===== src/include/ramDefines.svh =====
`ifndef RAM_DEFINES_SVH
`define RAM_DEFINES_SVH

// packed vector of n bits
`define N(n) [(n)-1:0]

// two-level packed array, h rows of w bits
`define ARRAY(h, w) [(h)-1:0][(w)-1:0]

// asserted reset level
`define RST 1'b1

`endif

===== src/design/ramPkg.sv =====
`include "ramDefines.svh"

// shared sizes and types for the scratchpad
package ramPkg;

    // one memory word
    localparam int dataWidth = 32;

    // words in the array
    localparam int ramDepth = 16;

    // word index width
    localparam int addrWidth = $clog2(ramDepth);

    // byte lanes per word
    localparam int byteLanes = dataWidth / 8;

    // word index
    typedef logic `N(addrWidth) ramAddr;

    // word split into byte lanes
    typedef logic `ARRAY(byteLanes, 8) ramData;

    // one write enable per lane
    typedef logic `N(byteLanes) ramStrobe;

endpackage


===== src/design/ramPortIf.sv =====
`timescale 1ns/1ps
`include "ramDefines.svh"

// one access port into the word array
// no handshake, read data one cycle after en
interface ramPortIf
    import ramPkg::*;
#(
    parameter int WIDTH = dataWidth,
    parameter int DEPTH = ramDepth
);
    localparam int ADDR_WIDTH = $clog2(DEPTH);
    localparam int BYTES = WIDTH / 8;

    // read request
    logic en;
    logic `N(ADDR_WIDTH) addr;
    // byte strobe, any bit set means write
    logic `N(BYTES) we;
    logic `ARRAY(BYTES, 8) wdata;
    logic `ARRAY(BYTES, 8) rdata;

    // bridge or client side
    modport requester (output en, addr, we, wdata, input rdata);

    // array side
    modport memory (input en, addr, we, wdata, output rdata);

endinterface


===== src/design/scratchpadTop.sv =====
`timescale 1ns/1ps
`include "ramDefines.svh"

// shared scratchpad
// APB host port and direct client port on one array
module scratchpadTop
    import ramPkg::*;
#(
    parameter int WIDTH = dataWidth,
    parameter int DEPTH = ramDepth
)(
    input logic clk,
    input logic rst,

    // APB host
    input logic psel,
    input logic penable,
    input logic pwrite,
    input logic `N(32) paddr,
    input ramStrobe pstrb,
    input ramData pwdata,
    output ramData prdata,
    output logic pready,
    output logic pslverr,

    // processor-side client
    input logic clientEn,
    input ramAddr clientAddr,
    input ramStrobe clientWe,
    input ramData clientWdata,
    output ramData clientRdata,

    // sweep finished
    output logic ready
);

    // host side, driven by the bridge
    ramPortIf #(
        .WIDTH(WIDTH),
        .DEPTH(DEPTH)
    ) hostPort ();

    // client side, driven from the pins
    ramPortIf #(
        .WIDTH(WIDTH),
        .DEPTH(DEPTH)
    ) clientPort ();

    // client pins map one to one
    assign clientPort.en = clientEn;
    assign clientPort.addr = clientAddr;
    assign clientPort.we = clientWe;
    assign clientPort.wdata = clientWdata;
    assign clientRdata = clientPort.rdata;

    apbRamBridge #(
        .WIDTH(WIDTH),
        .DEPTH(DEPTH)
    ) bridge (
        .clk(clk),
        .rst(rst),
        .ready(ready),
        .psel(psel),
        .penable(penable),
        .pwrite(pwrite),
        .paddr(paddr),
        .pstrb(pstrb),
        .pwdata(pwdata),
        .prdata(prdata),
        .pready(pready),
        .pslverr(pslverr),
        .mem(hostPort.requester)
    );

    multiPortRam #(
        .WIDTH(WIDTH),
        .DEPTH(DEPTH)
    ) ram (
        .clk(clk),
        .rst(rst),
        .hostPort(hostPort.memory),
        .clientPort(clientPort.memory),
        .ready(ready)
    );

endmodule


===== src/design/apbRamBridge.sv =====
`timescale 1ns/1ps
`include "ramDefines.svh"

// APB slave in front of one memory port
// writes finish in the first access cycle, reads in the second
module apbRamBridge
    import ramPkg::*;
#(
    parameter int WIDTH = dataWidth,
    parameter int DEPTH = ramDepth
)(
    input logic clk,
    input logic rst,
    input logic ready,
    input logic psel,
    input logic penable,
    input logic pwrite,
    input logic `N(32) paddr,
    input ramStrobe pstrb,
    input ramData pwdata,
    output ramData prdata,
    output logic pready,
    output logic pslverr,
    ramPortIf.requester mem
);
    localparam int ADDR_WIDTH = $clog2(DEPTH);
    localparam int BYTES = WIDTH / 8;

    typedef enum logic {
        idle,
        readWait
    } bridgeState;

    bridgeState state;

    // byte address with the lane bits dropped
    logic `N(30) wordIndex;
    logic badAddr;
    logic access;
    logic readIssue;
    logic writeIssue;

    assign wordIndex = paddr[31:2];

    // misaligned or past the last word
    assign badAddr = (paddr[1:0] != 2'b00) || (wordIndex >= DEPTH);

    // first access cycle, held off until the sweep is done
    assign access = psel && penable && ready && (state == idle);
    assign readIssue = access && !pwrite && !badAddr;
    assign writeIssue = access && pwrite && !badAddr;

    // one memory access per transfer
    assign mem.en = readIssue;
    assign mem.addr = wordIndex[ADDR_WIDTH-1:0];
    // strobes straight onto the lane enables
    assign mem.we = pstrb & {BYTES{writeIssue}};
    assign mem.wdata = pwdata;

    // writes and errors complete at once, reads one cycle later
    assign pready = (state == readWait) || (access && (pwrite || badAddr));
    assign pslverr = access && badAddr;
    assign prdata = (state == readWait) ? mem.rdata : '0;

    // read completion FSM
    always_ff @(posedge clk or posedge rst) begin
        if (rst == `RST) begin
            state <= idle;
        end else begin
            case (state)
                idle: begin
                    if (readIssue) begin
                        state <= readWait;
                    end
                end
                readWait: begin
                    // rdata is valid now, transfer ends
                    state <= idle;
                end
                default: begin
                    state <= idle;
                end
            endcase
        end
    end

endmodule


===== src/design/multiPortRam.sv =====
`timescale 1ns/1ps
`include "ramDefines.svh"

// two-port word array
// reset sweep, byte writes, registered reads
module multiPortRam
    import ramPkg::*;
#(
    parameter int WIDTH = dataWidth,
    parameter int DEPTH = ramDepth
)(
    input logic clk,
    input logic rst,
    ramPortIf.memory hostPort,
    ramPortIf.memory clientPort,
    output logic ready
);
    localparam int ADDR_WIDTH = $clog2(DEPTH);
    localparam int BYTES = WIDTH / 8;

    // storage, lane-addressable
    logic `ARRAY(BYTES, 8) mem `N(DEPTH);

    // one extra bit so the count can reach DEPTH
    logic `N(ADDR_WIDTH+1) sweepCount;

    // port address inside the array
    logic hostHit;
    logic clientHit;

    assign hostHit = hostPort.addr < DEPTH;
    assign clientHit = clientPort.addr < DEPTH;

    // word fetch, zero outside the array
    function automatic logic `ARRAY(BYTES, 8) readWord(input logic `N(ADDR_WIDTH) addr);
        logic `ARRAY(BYTES, 8) word;
        word = '0;
        if (addr < DEPTH) begin
            word = mem[addr];
        end
        return word;
    endfunction

    // sweep counter
    // one word per cycle, ready one cycle after the last word
    always_ff @(posedge clk or posedge rst) begin
        if (rst == `RST) begin
            sweepCount <= '0;
            ready <= 1'b0;
        end else if (!ready) begin
            sweepCount <= sweepCount + 1'b1;
            if (sweepCount == DEPTH) begin
                ready <= 1'b1;
            end
        end
    end

    // write path
    always_ff @(posedge clk) begin
        if (!ready) begin
            // clear phase, port writes dropped
            if (sweepCount < DEPTH) begin
                mem[sweepCount[ADDR_WIDTH-1:0]] <= '0;
            end
        end else begin
            for (int j = 0; j < BYTES; j++) begin
                // host lane first
                if (hostPort.we[j] && hostHit) begin
                    mem[hostPort.addr][j] <= hostPort.wdata[j];
                end
                // client lane last, so it wins on the same word
                if (clientPort.we[j] && clientHit) begin
                    mem[clientPort.addr][j] <= clientPort.wdata[j];
                end
            end
        end
    end

    // read paths, one register per port
    // same-cycle write is not visible, old word comes back
    always_ff @(posedge clk or posedge rst) begin
        if (rst == `RST) begin
            hostPort.rdata <= '0;
            clientPort.rdata <= '0;
        end else if (!ready) begin
            // held at zero during the sweep
            hostPort.rdata <= '0;
            clientPort.rdata <= '0;
        end else begin
            if (hostPort.en) begin
                hostPort.rdata <= readWord(hostPort.addr);
            end
            if (clientPort.en) begin
                clientPort.rdata <= readWord(clientPort.addr);
            end
        end
    end

endmodule


===== config.mk =====
export PLATFORM = sky130hd
export DESIGN_NAME = scratchpadTop
export DESIGN_NICKNAME = d
export VERILOG_FILES = /design/src/design/ramPkg.sv /design/src/design/ramPortIf.sv /design/src/design/scratchpadTop.sv /design/src/design/apbRamBridge.sv /design/src/design/multiPortRam.sv
export VERILOG_INCLUDE_DIRS = /design/src /design/src/include
export SDC_FILE = /design/constraint.sdc
export NUM_CORES = 1
export LEC_CHECK = 0
export BUFFER_PORTS_ARGS = -buffer_cell sky130_fd_sc_hd__buf_2
export CAP_MARGIN = 20
export CELL_PAD_IN_SITES_DETAIL_PLACEMENT = 1
export CELL_PAD_IN_SITES_GLOBAL_PLACEMENT = 1
export CORE_MARGIN = 3
export CORE_UTILIZATION = 45
export DETAILED_ROUTE_END_ITERATION = 7
export PLACE_DENSITY_LB_ADDON = 0.1
export REMOVE_ABC_BUFFERS = 1
export SYNTH_ARGS = -nofsm -noshare
export SYNTH_HDL_FRONTEND = slang
export SYNTH_SLANG_ARGS = --single-unit

===== constraint.sdc =====
create_clock -name clk -period 2.6 [get_ports clk]
set_clock_uncertainty 0.1 [all_clocks]
set_input_delay 0.26 -clock clk [delete_from_list [all_inputs] [get_ports clk]]
set_output_delay 0.26 -clock clk [all_outputs]
set_load 0.05 [all_outputs]

-- Yosys cells after proc, flatten, opt, wreduce, memory -nomap -nowiden
Memory sizes are Yosys's and may differ from the RTL's.
Cells that the tools add are included.
- $add $sub $neg: 1
- $lt $le $gt $ge: 2
- equal/unequal tests: 3
- muxes and demuxes: 39
- bitwise operators: 2
- reduce and logical (&&, ||, !) cells: 16
- operators with widths (cell ; number):
    2-to-1 mux 32 bit ; 6
    OR reduction 32 bit ; 1
    >= comparator 30 x 5 -> 1 bit (second input constant) ; 1
    2-to-1 mux 1 bit ; 30
    logical AND 1 bit ; 9
    2-to-1 mux 4 bit ; 2
    adder 5 x 1 -> 5 bit (second input constant) ; 1
    == test 5 bit (second input constant) ; 1
    < comparator 5 bit (second input constant) ; 1
    AND 4 bit ; 1
    != test 2 bit (second input constant) ; 2
    logical OR 1 bit ; 3
    logical NOT 1 bit ; 2
    case mux 1 bit (2 select lines) ; 1
    nonzero test 2 bit ; 1
    inverter 1 bit ; 1
- register bits after elaboration: 71
- bits in writable memories: 512
- input bits: 114
- output and inout bits: 67
- logic and storage cells: 75
- memories: 1
- memory list (memory ; depth ; width ; read ports ; clocked after Yosys merged registers in ; write ports ; line ; RTL):
    ram.mem ; 16 ; 32 ; 2 ; 0 ; 2 ; multiPortRam.sv:22 ; logic `ARRAY(BYTES, 8) mem `N(DEPTH);

-- Depth between registers and ports, before layout
Gate-level depths: netlist (run 1).
- depth after elaboration: 11
- gate-level depth with buffers: 9
- mapped depth without buffers: 5

-- Hierarchy
Synthesis (run 1) repeated with hierarchy kept, for this count alone.
- cells, all modules: 3017
- area, all modules: 34217.8 µm²
- modules (own cells, without submodules) (module ; instances ; cells each ; area each (µm²) ; seq. area each (µm²)):
    multiPortRam ; 1 ; 2919 ; 33500.9 ; 17126.4
    apbRamBridge ; 1 ; 98 ; 716.9 ; 25.0

-- Least setup slack after synthesis (run 1)
Ideal clock, no wire load.
- kind: reg2reg
- from: register ram.ready
- to: memory ram.mem[7][0] (netlist name), enable pin
- setup time: 0.376 ns
- arrival: 2.622 ns
- path slack: -0.498 ns
- cell stages (with the launch flop): 8
- path buffers: 2
- path through: dfrtp_1 -> and4b_1 -> nand4_1 -> nor3_4 -> buf_4 -> buf_4 -> mux2_2 -> o22ai_1
- RTL lines (item ; line ; RTL):
    from (decl) ; multiPortRam.sv:16 ; output logic ready
    from (signal assigned) ; multiPortRam.sv:49 ; ready <= 1'b0;
    from (signal assigned) ; multiPortRam.sv:53 ; ready <= 1'b1;
    to (decl) ; multiPortRam.sv:22 ;

==> results.yml, run 1 <==
clocking:
  cts_inserted_buffers: 66
  htree_levels: 3
  cts-root-buf: "clkbuf_16"
  cts.sinks: 583
  clk_pin_slew_ns: 0.06
  cts_buffer_depth: 3
  cts_tree: "yes"
  insertion_delay_ns: 0.61
worst_setup_path:
  endpoint: "ram.mem[8][20]"
  worstReg2RegEnd: "ram.mem[8][20]"
  startpoint_type: "flip-flop"
  r2r_start: "ram.ready"
  cp_max_fo: 8
  crit_type: "reg2reg"
  cp.required_ns: 2.86
  crit_path_start: "ram.ready"
  ff2ff_setup_slack_ns: -0.09
  crit_arrival_ns: 2.95
  endpoint_kind: "flip-flop"
  ff2ff_path_depth: 10
routing:
  ant_nets: 0
  wl_um: 125000
  drtPass1Iterations: 6
  vias: 26898
  viasPerCell: 6.62
  drt_iter0_drc: 3161
  drc_errors: 0
  wire_per_inst_um: 30.8
power:
  ir_worst_vdd_uv: 545
  p_leak_nw: 14.6
  powerDensity_nw_per_um2: 542
run:
  max-cap-violations: 0
floorplanning:
  core-area_um2: 70600
  die_width_um: 274
  die_area_um2: 75200
  io_pins: 181
  die-height_um: 274
  start_util: 0.458
  row_count: 97
layout:
  fill_cells: 7343
  drive_gt1_frac: 0.282
  final_cell_area_um2: 38800
  multi_input_area_um2: 14400
  fin_nets: 3184
  syn2layout_area_growth_pct: 19.8
  regArea_um2: 17200
  fin_cells: 4061
timing:
  tightest_slew_ns: 0.983
  fmax_mhz: 372
  setup_violations: 150
  post-route-min-period_ns: 2.69
  finalSetupTns_ns: -6.22
  worst_hold_slack_ns: 0.0391
  period_share: 1.03
  rsz0062_at_grt: "yes"
  fin_ws_ns: -0.0879
  hold_viol: 0
  timing.final.max_slew_violations: 0
  relSlewSlack: 0.345
synthesis:
  synth_top_cell_area_share: 0.475
  yosysTopAreaCell: "edfxtp_1"
  syn-instance-count: 2832
  yosys_warnings: 0
  seq_area_frac_synth: 0.530
  avgSynthCellArea_um2: 11.4
  synthTopCellsByArea: "edfxtp_1 (47%), mux4_2 (18%), o21ai_0 (8.2%)"
  synth-seq-cells: 583
  synth_area_um2: 32400
  synth_cell_types: 46
placed_design:
  finalWeightedCongestion: 0.918
  place_area_um2: 36200
  place_inst: 3929
  io_buffer_count: 180
  dp_hpwl_um: 84700
  dp_slack_ns: -0.286
global_routing:
  gr-total-overflow: 0
  first_global_vias: 27414
  grt_max_degree: 65
  track_usage: 0.330
  grt_antenna_before_repair: 2
  grt_pass1_wl_um: 182000
status:
  status: "complete, but fails checks"
  violations: "negative setup slack"
hold_path:
  holdCritPathClass: "in2reg"
cell families after synthesis:
family,after synthesis,synth area share
buffers and inverters,301,0.0364
and+or+nand+nor,858,0.110
AOI/OAI and AO/OA,818,0.140
adders and majority gates,2,0.000773
xor gates and xnor gates,4,0.00108
DFF,583,0.530
muxes,266,0.181
sequential cells by signal, summed over array words and instances (netlist names):
signal / flops
bridge.state: 1
ram.clientPort.rdata: 32
ram.hostPort.rdata: 32
ram.mem: 512
ram.ready: 1
ram.sweepCount: 5
worst min-delay path by stage:
stage	start	cells after the start	slack (ns)	to
final	clientEn	2	0.04	ram.clientPort.rdata[19]
after global routing	clientEn	2	0.08	ram.clientPort.rdata[28]
after CTS	clientEn	2	0.02	ram.clientPort.rdata[19]
after detailed placement	rst	2	0.21	ram.hostPort.rdata[6]
after global placement	rst	2	0.20	ram.clientPort.rdata[6]
after floorplan	pwrite	1	0.23	bridge.state
layout by cell type, fill, tap and decap left out, types with 4 or more instances in the layout:
cell and count:
o22ai_1 99, nor4_2 5, nor4_4 4, buf_2 175, and2_1 33, mux4_2 256, nand2_2 6, nand2_1 653
clkinv_1 15, nand2b_1 4, nor2b_1 5, nand3_1 6, nor3_1 8, clkbuf_16 72, nor3_2 4, and3_1 5
o22ai_2 22, clkbuf_1 17, edfxtp_1 512, o21ai_0 530, a21oi_1 5, o21bai_1 4, buf_12 61, bufinv_16 4
clkinv_2 8, nor2_1 101, a21o_1 32, buf_8 5, buf_6 17, buf_4 205, dfrtp_1 70, xnor2_1 4
o21ai_1 42, mux2i_4 5, a22oi_1 70
metrics by stage:
| step | power, mW | util |
|---|---|---|
| detailed placement | 11.8 | 0.512 |
| global route | 21.5 | 0.549 |
| global placement | 11.8 | 0.512 |
| finish | 21.0 | 0.549 |
| CTS | 21.0 | 0.543 |
| floorplan | 10.8 | - |
report_power, final:
part	internal [mW]	leakage, nW	switching (mW)	total, mW
Clock	5.42	1.03	3.89	9.32
Combinational	0.499	6.68	1.07	1.57
Sequential	10.1	6.91	0.00443	10.1
layout make-up:
type	instances	area share
clock buffer	90	0.0482
tap	940	0.0303
timing repair buffer	466	0.102
clock inverter	29	0.00600
inverter	3	0.000355
sequential	583	0.442
antenna	2	0.000129
multi-input combinational	1948	0.371
cells in the mapped netlist, drive strengths merged:
cell type / instances
mux2: 3
nor3: 13
dfrtp: 71
nand2: 659
a31o: 1
a31oi: 4
and4: 1
o21bai: 5
nor2b: 7
nor4b: 1
edfxtp: 512
o41a: 1
a21o: 32
xnor2: 4
a22oi: 71
or3: 1
and2: 35
nand4b: 3
nand3: 6
o22ai: 124
nand4: 2
a21oi: 5
ha: 2
nand2b: 6
clkbuf: 224
o21ai: 572
mux4: 256
inv: 3
nor3b: 2
nor2: 103
or2: 2
buf: 74
and4b: 1
nor4: 11
o41ai: 1
a41oi: 2
and3: 5
mux2i: 7
worst max-delay path, cell delays in order (launching register included):
cell and delay [ns]:
dfrtp_4 0.43, and4b_2 0.27, nand4_1 0.20, nor3_4 0.25
buf_12 0.15, buf_12 0.13, buf_8 0.12, mux2i_1 0.24
buf_6 0.23, o22ai_1 0.13, buf_12 0.19
layer usage:
layer | GRT usage | wire length [um] | vias to the layer above
met4 | 0.135 | 4750 | 0
met1 | 0.460 | 49400 | 13867
met3 | 0.0552 | 12600 | 257
met2 | 0.519 | 58300 | 1628
met5 | 0 | 0 | -
li1 | - | - | 11146
timing repair:
item,in CTS,in global routing
endpoints found under the hold margin,29,0
pin swaps,2,4
gates cloned,0,1
gates resized for setup,12,59
endpoints found under the setup margin,515,335
buffers inserted,1,7
hold buffers,2,0
Power figures use the tool's default switching activity.
==> run 2: changes to the inputs <==
--- a/config.mk
+++ b/config.mk
@@ -6,12 +6,13 @@
 export SDC_FILE = /design/constraint.sdc
 export NUM_CORES = 1
 export LEC_CHECK = 0
+export ABC_AREA = 1
 export BUFFER_PORTS_ARGS = -buffer_cell sky130_fd_sc_hd__buf_2
 export CAP_MARGIN = 20
 export CELL_PAD_IN_SITES_DETAIL_PLACEMENT = 1
 export CELL_PAD_IN_SITES_GLOBAL_PLACEMENT = 1
 export CORE_MARGIN = 3
-export CORE_UTILIZATION = 45
+export CORE_UTILIZATION = 47
 export DETAILED_ROUTE_END_ITERATION = 7
 export PLACE_DENSITY_LB_ADDON = 0.1
 export REMOVE_ABC_BUFFERS = 1
==> constraint.sdc (replaced) <==
create_clock -name clk -period 3 [get_ports clk]
set_clock_uncertainty 0.1 [all_clocks]
set_input_delay 0.3 -clock clk [delete_from_list [all_inputs] [get_ports clk]]
set_output_delay 0.3 -clock clk [all_outputs]
set_load 0.05 [all_outputs]
==> results.yml, run 2 <==
status:
  status: "complete, no violations"
synthesis:
  synthTopCellsByArea: "edfxtp_1 (46%), o21ai_0 (12%), nand2_1 (9.2%)"
  synth_flop_cell: "edfxtp_1"
  seq_area_frac_synth: 0.519
  synth-seq-cells: 583
  yosysTopAreaCell: "edfxtp_1"
  yosys_warnings: 0
  avgSynthCellArea_um2: 8.54
  synth_commonest_cells: "nand2_1 (808), o21ai_0 (800), edfxtp_1 (512)"
  syn-instance-count: 3873
  async_flop_share: 0.122
  synth_cell_types: 41
  synth_top_cell_area_share: 0.465
  synth_area_um2: 33100
  synth.most_common_cell: "nand2_1"
  synth_edf_count: 512
worst_setup_path:
  cp.required_ns: 2.60
  crit_arrival_ns: 2.59
  startpoint_type: "flip-flop"
  endpoint_kind: "output port"
  ff2ff_path_depth: 11
  critical-path-slowest-cell: "dfrtp_2"
  worstPathCellList: "inv_2 -> nor2_4 -> nand3_4 -> nor2_1 -> or3_1 -> buf_2"
  critPathBufInv: 2
  cp_max_fo: 10
  cpLargestDelayFamily: "simple AND/OR/NAND/NOR gates"
  crit_type: "reg2out"
  path_depth: 6
  max_stage_delay_ns: 0.48
floorplanning:
  die_width_um: 271
  start_util: 0.478
  die_area_um2: 73600
  core-area_um2: 69200
  row_count: 96
  die-height_um: 271
  io_pins: 181
global_routing:
  first_global_vias: 33751
  grt_pass1_wl_um: 214000
  grt_antenna_before_repair: 2
  grt_max_degree: 86
  track_usage: 0.383
  gr-total-overflow: 0
routing:
  ant_nets: 0
  wl_um: 145000
  drt_iter0_drc: 4372
  drtPass1Iterations: 8
  drc_errors: 0
  viasPerCell: 6.67
  vias: 33002
  wire_per_inst_um: 29.2
layout:
  fill_cells: 8145
  mostFrequentLayoutCell: "o21ai_0"
  largest-register: "ram.mem"
  largest_reg_flops: 512
  drive_gt1_frac: 0.148
  reg_top3: "ram.mem (512), ram.clientPort.rdata (32), ram.hostPort.rdata (32)"
  finish.utilization: 0.550
  syn2layout_area_growth_pct: 15.0
  fin_nets: 4077
  final_cell_area_um2: 38000
  layout_common_cells: "o21ai_0 (800), nand2_1 (766), edfxtp_1 (512)"
placed_design:
  place_area_um2: 35500
  finalWeightedCongestion: 0.925
  dp_hpwl_um: 94800
  io_buffer_count: 180
  dp_slack_ns: -0.230
timing:
  hold_viol: 0
  post-route-min-period_ns: 2.99
  fmax_mhz: 335
  tightest_slew_ns: 1.09
  fin_ws_ns: 0.0113
  setup_violations: 0
  period_share: 0.996
  rsz0062_at_grt: "yes"
  timing.final.max_slew_violations: 0
  relSlewSlack: 0.275
power:
  seqPwrFrac: 0.458
  p_comb_frac: 0.088
  switching_share: 0.253
  ir_worst_vdd_uv: 405
  p_leak_nw: 15.0
  p_sw_mw: 4.86
  p_int_mw: 14.3
  powerDensity_nw_per_um2: 504
  clkPwrFrac: 0.454
clocking:
  cts_inserted_buffers: 68
  cts_setup_buffers: 0
  htree_levels: 3
  cts_buffer_depth: 3
  cts-root-buf: "clkbuf_16"
  clk_pin_slew_ns: 0.06
  cts_tree: "yes"
  insertion_delay_ns: 0.63
  cts.sinks: 583
hold_path:
  holdCritPathClass: "in2reg"
  hold_depth: 3
run:
  max-cap-violations: 0
## run 2: cell types whose count changed after synthesis, sizes merged, moves of 107 or more
cell / delta
a21oi: +107
a22oi: +185
inv: +167
mux4: -256
nand2: +168
nor2: +293
o21ai: +279
## run 2: power by group through the flow
stage	clock (mW)	combinational (mW)	sequential [mW]
after floorplan	0	0.658	8.95
after global placement	0	1.55	8.93
after detailed placement	0	1.60	8.93
after CTS	8.72	1.62	8.77
after global routing	9.08	1.76	8.76
final	8.70	1.69	8.76
## run 2: cell families (layout without fill, tap and decap cells)
| logic type | count (synthesis) | count (layout) | share of synthesized area |
|---|---|---|---|
| xor gates and xnor gates | 4 | 4 | 0.00106 |
| and+or+nand+nor | 1335 | 1335 | 0.163 |
| buffers and inverters | 540 | 684 | 0.0669 |
| adders and majority gates | 2 | 2 | 0.000757 |
| other | 0 | 1 | 0 |
| AOI/OAI and AO/OA | 1406 | 1406 | 0.248 |
| DFF | 583 | 583 | 0.519 |
| muxes | 3 | 3 | 0.000908 |
## run 2: path summary, 6_finish.rpt
kind	from	to	slack (ns)
worst min register to register	ram.hostPort.rdata[2]	ram.hostPort.rdata[2]	0.39
max in group asynchronous	rst	ram.clientPort.rdata[18]	1.68
min in group asynchronous	rst	ram.hostPort.rdata[11]	0.34
worst max-delay path	ram.ready	pready	0.01
worst max register to register	ram.ready	ram.mem[7][18]	0.08
worst min-delay path	pwdata[11]	ram.mem[7][11]	0.03
## run 2: what timing repair did
item,4_1_cts,5_1_grt
pin swaps,0,0
hold buffers,3,0
hold endpoints to repair,47,0
gates cloned,0,0
setup endpoints to repair,277,439
gates resized for setup,19,31
## run 2: metal layers
metal	up-vias	share of wire	global-route usage
met5	-	0.000069	0
met4	2	0.056	0.204
met3	496	0.11	0.0780
met2	2307	0.46	0.608
met1	16287	0.38	0.496
li1	13910	-	-
## run 2: final cells by class
| cell class | count | area, um^2 | area share |
|---|---|---|---|
| timing repair buffer | 386 | 2870 | 0.0756 |
| clock inverter | 31 | 353 | 0.00928 |
| tap | 931 | 1160 | 0.0306 |
| multi-input combinational | 2750 | 13900 | 0.365 |
| inverter | 172 | 659 | 0.0173 |
| clock buffer | 95 | 1940 | 0.0509 |
| antenna | 1 | 2.50 | 0.0000658 |
| sequential | 583 | 17200 | 0.451 |
## run 2: worst register-to-register path: stages (launching register included)
cell	delay, ns
dfrtp_2	0.48
inv_2	0.16
nor2_4	0.14
nand3_4	0.14
nor2_4	0.20
o211ai_1	0.24
nand3_1	0.17
nand2_1	0.13
nor2_2	0.21
buf_4	0.24
nand3_1	0.15
nand2_2	0.24
## run 2: stage by stage
stage / setup TNS (ns) / total power [mW] / cells / hold slack [ns]
CTS: 0 / 19.1 / 4945 / 0.00251
global route: -0.0293 / 19.6 / 4948 / 0.0280
floorplan: -1988.72 / 9.61 / 3505 / 0.349
detailed placement: -30.21 / 10.5 / 4816 / 0.371
global placement: -8.59 / 10.5 / 4815 / 0.364
finish: 0 / 19.2 / 4949 / 0.0344
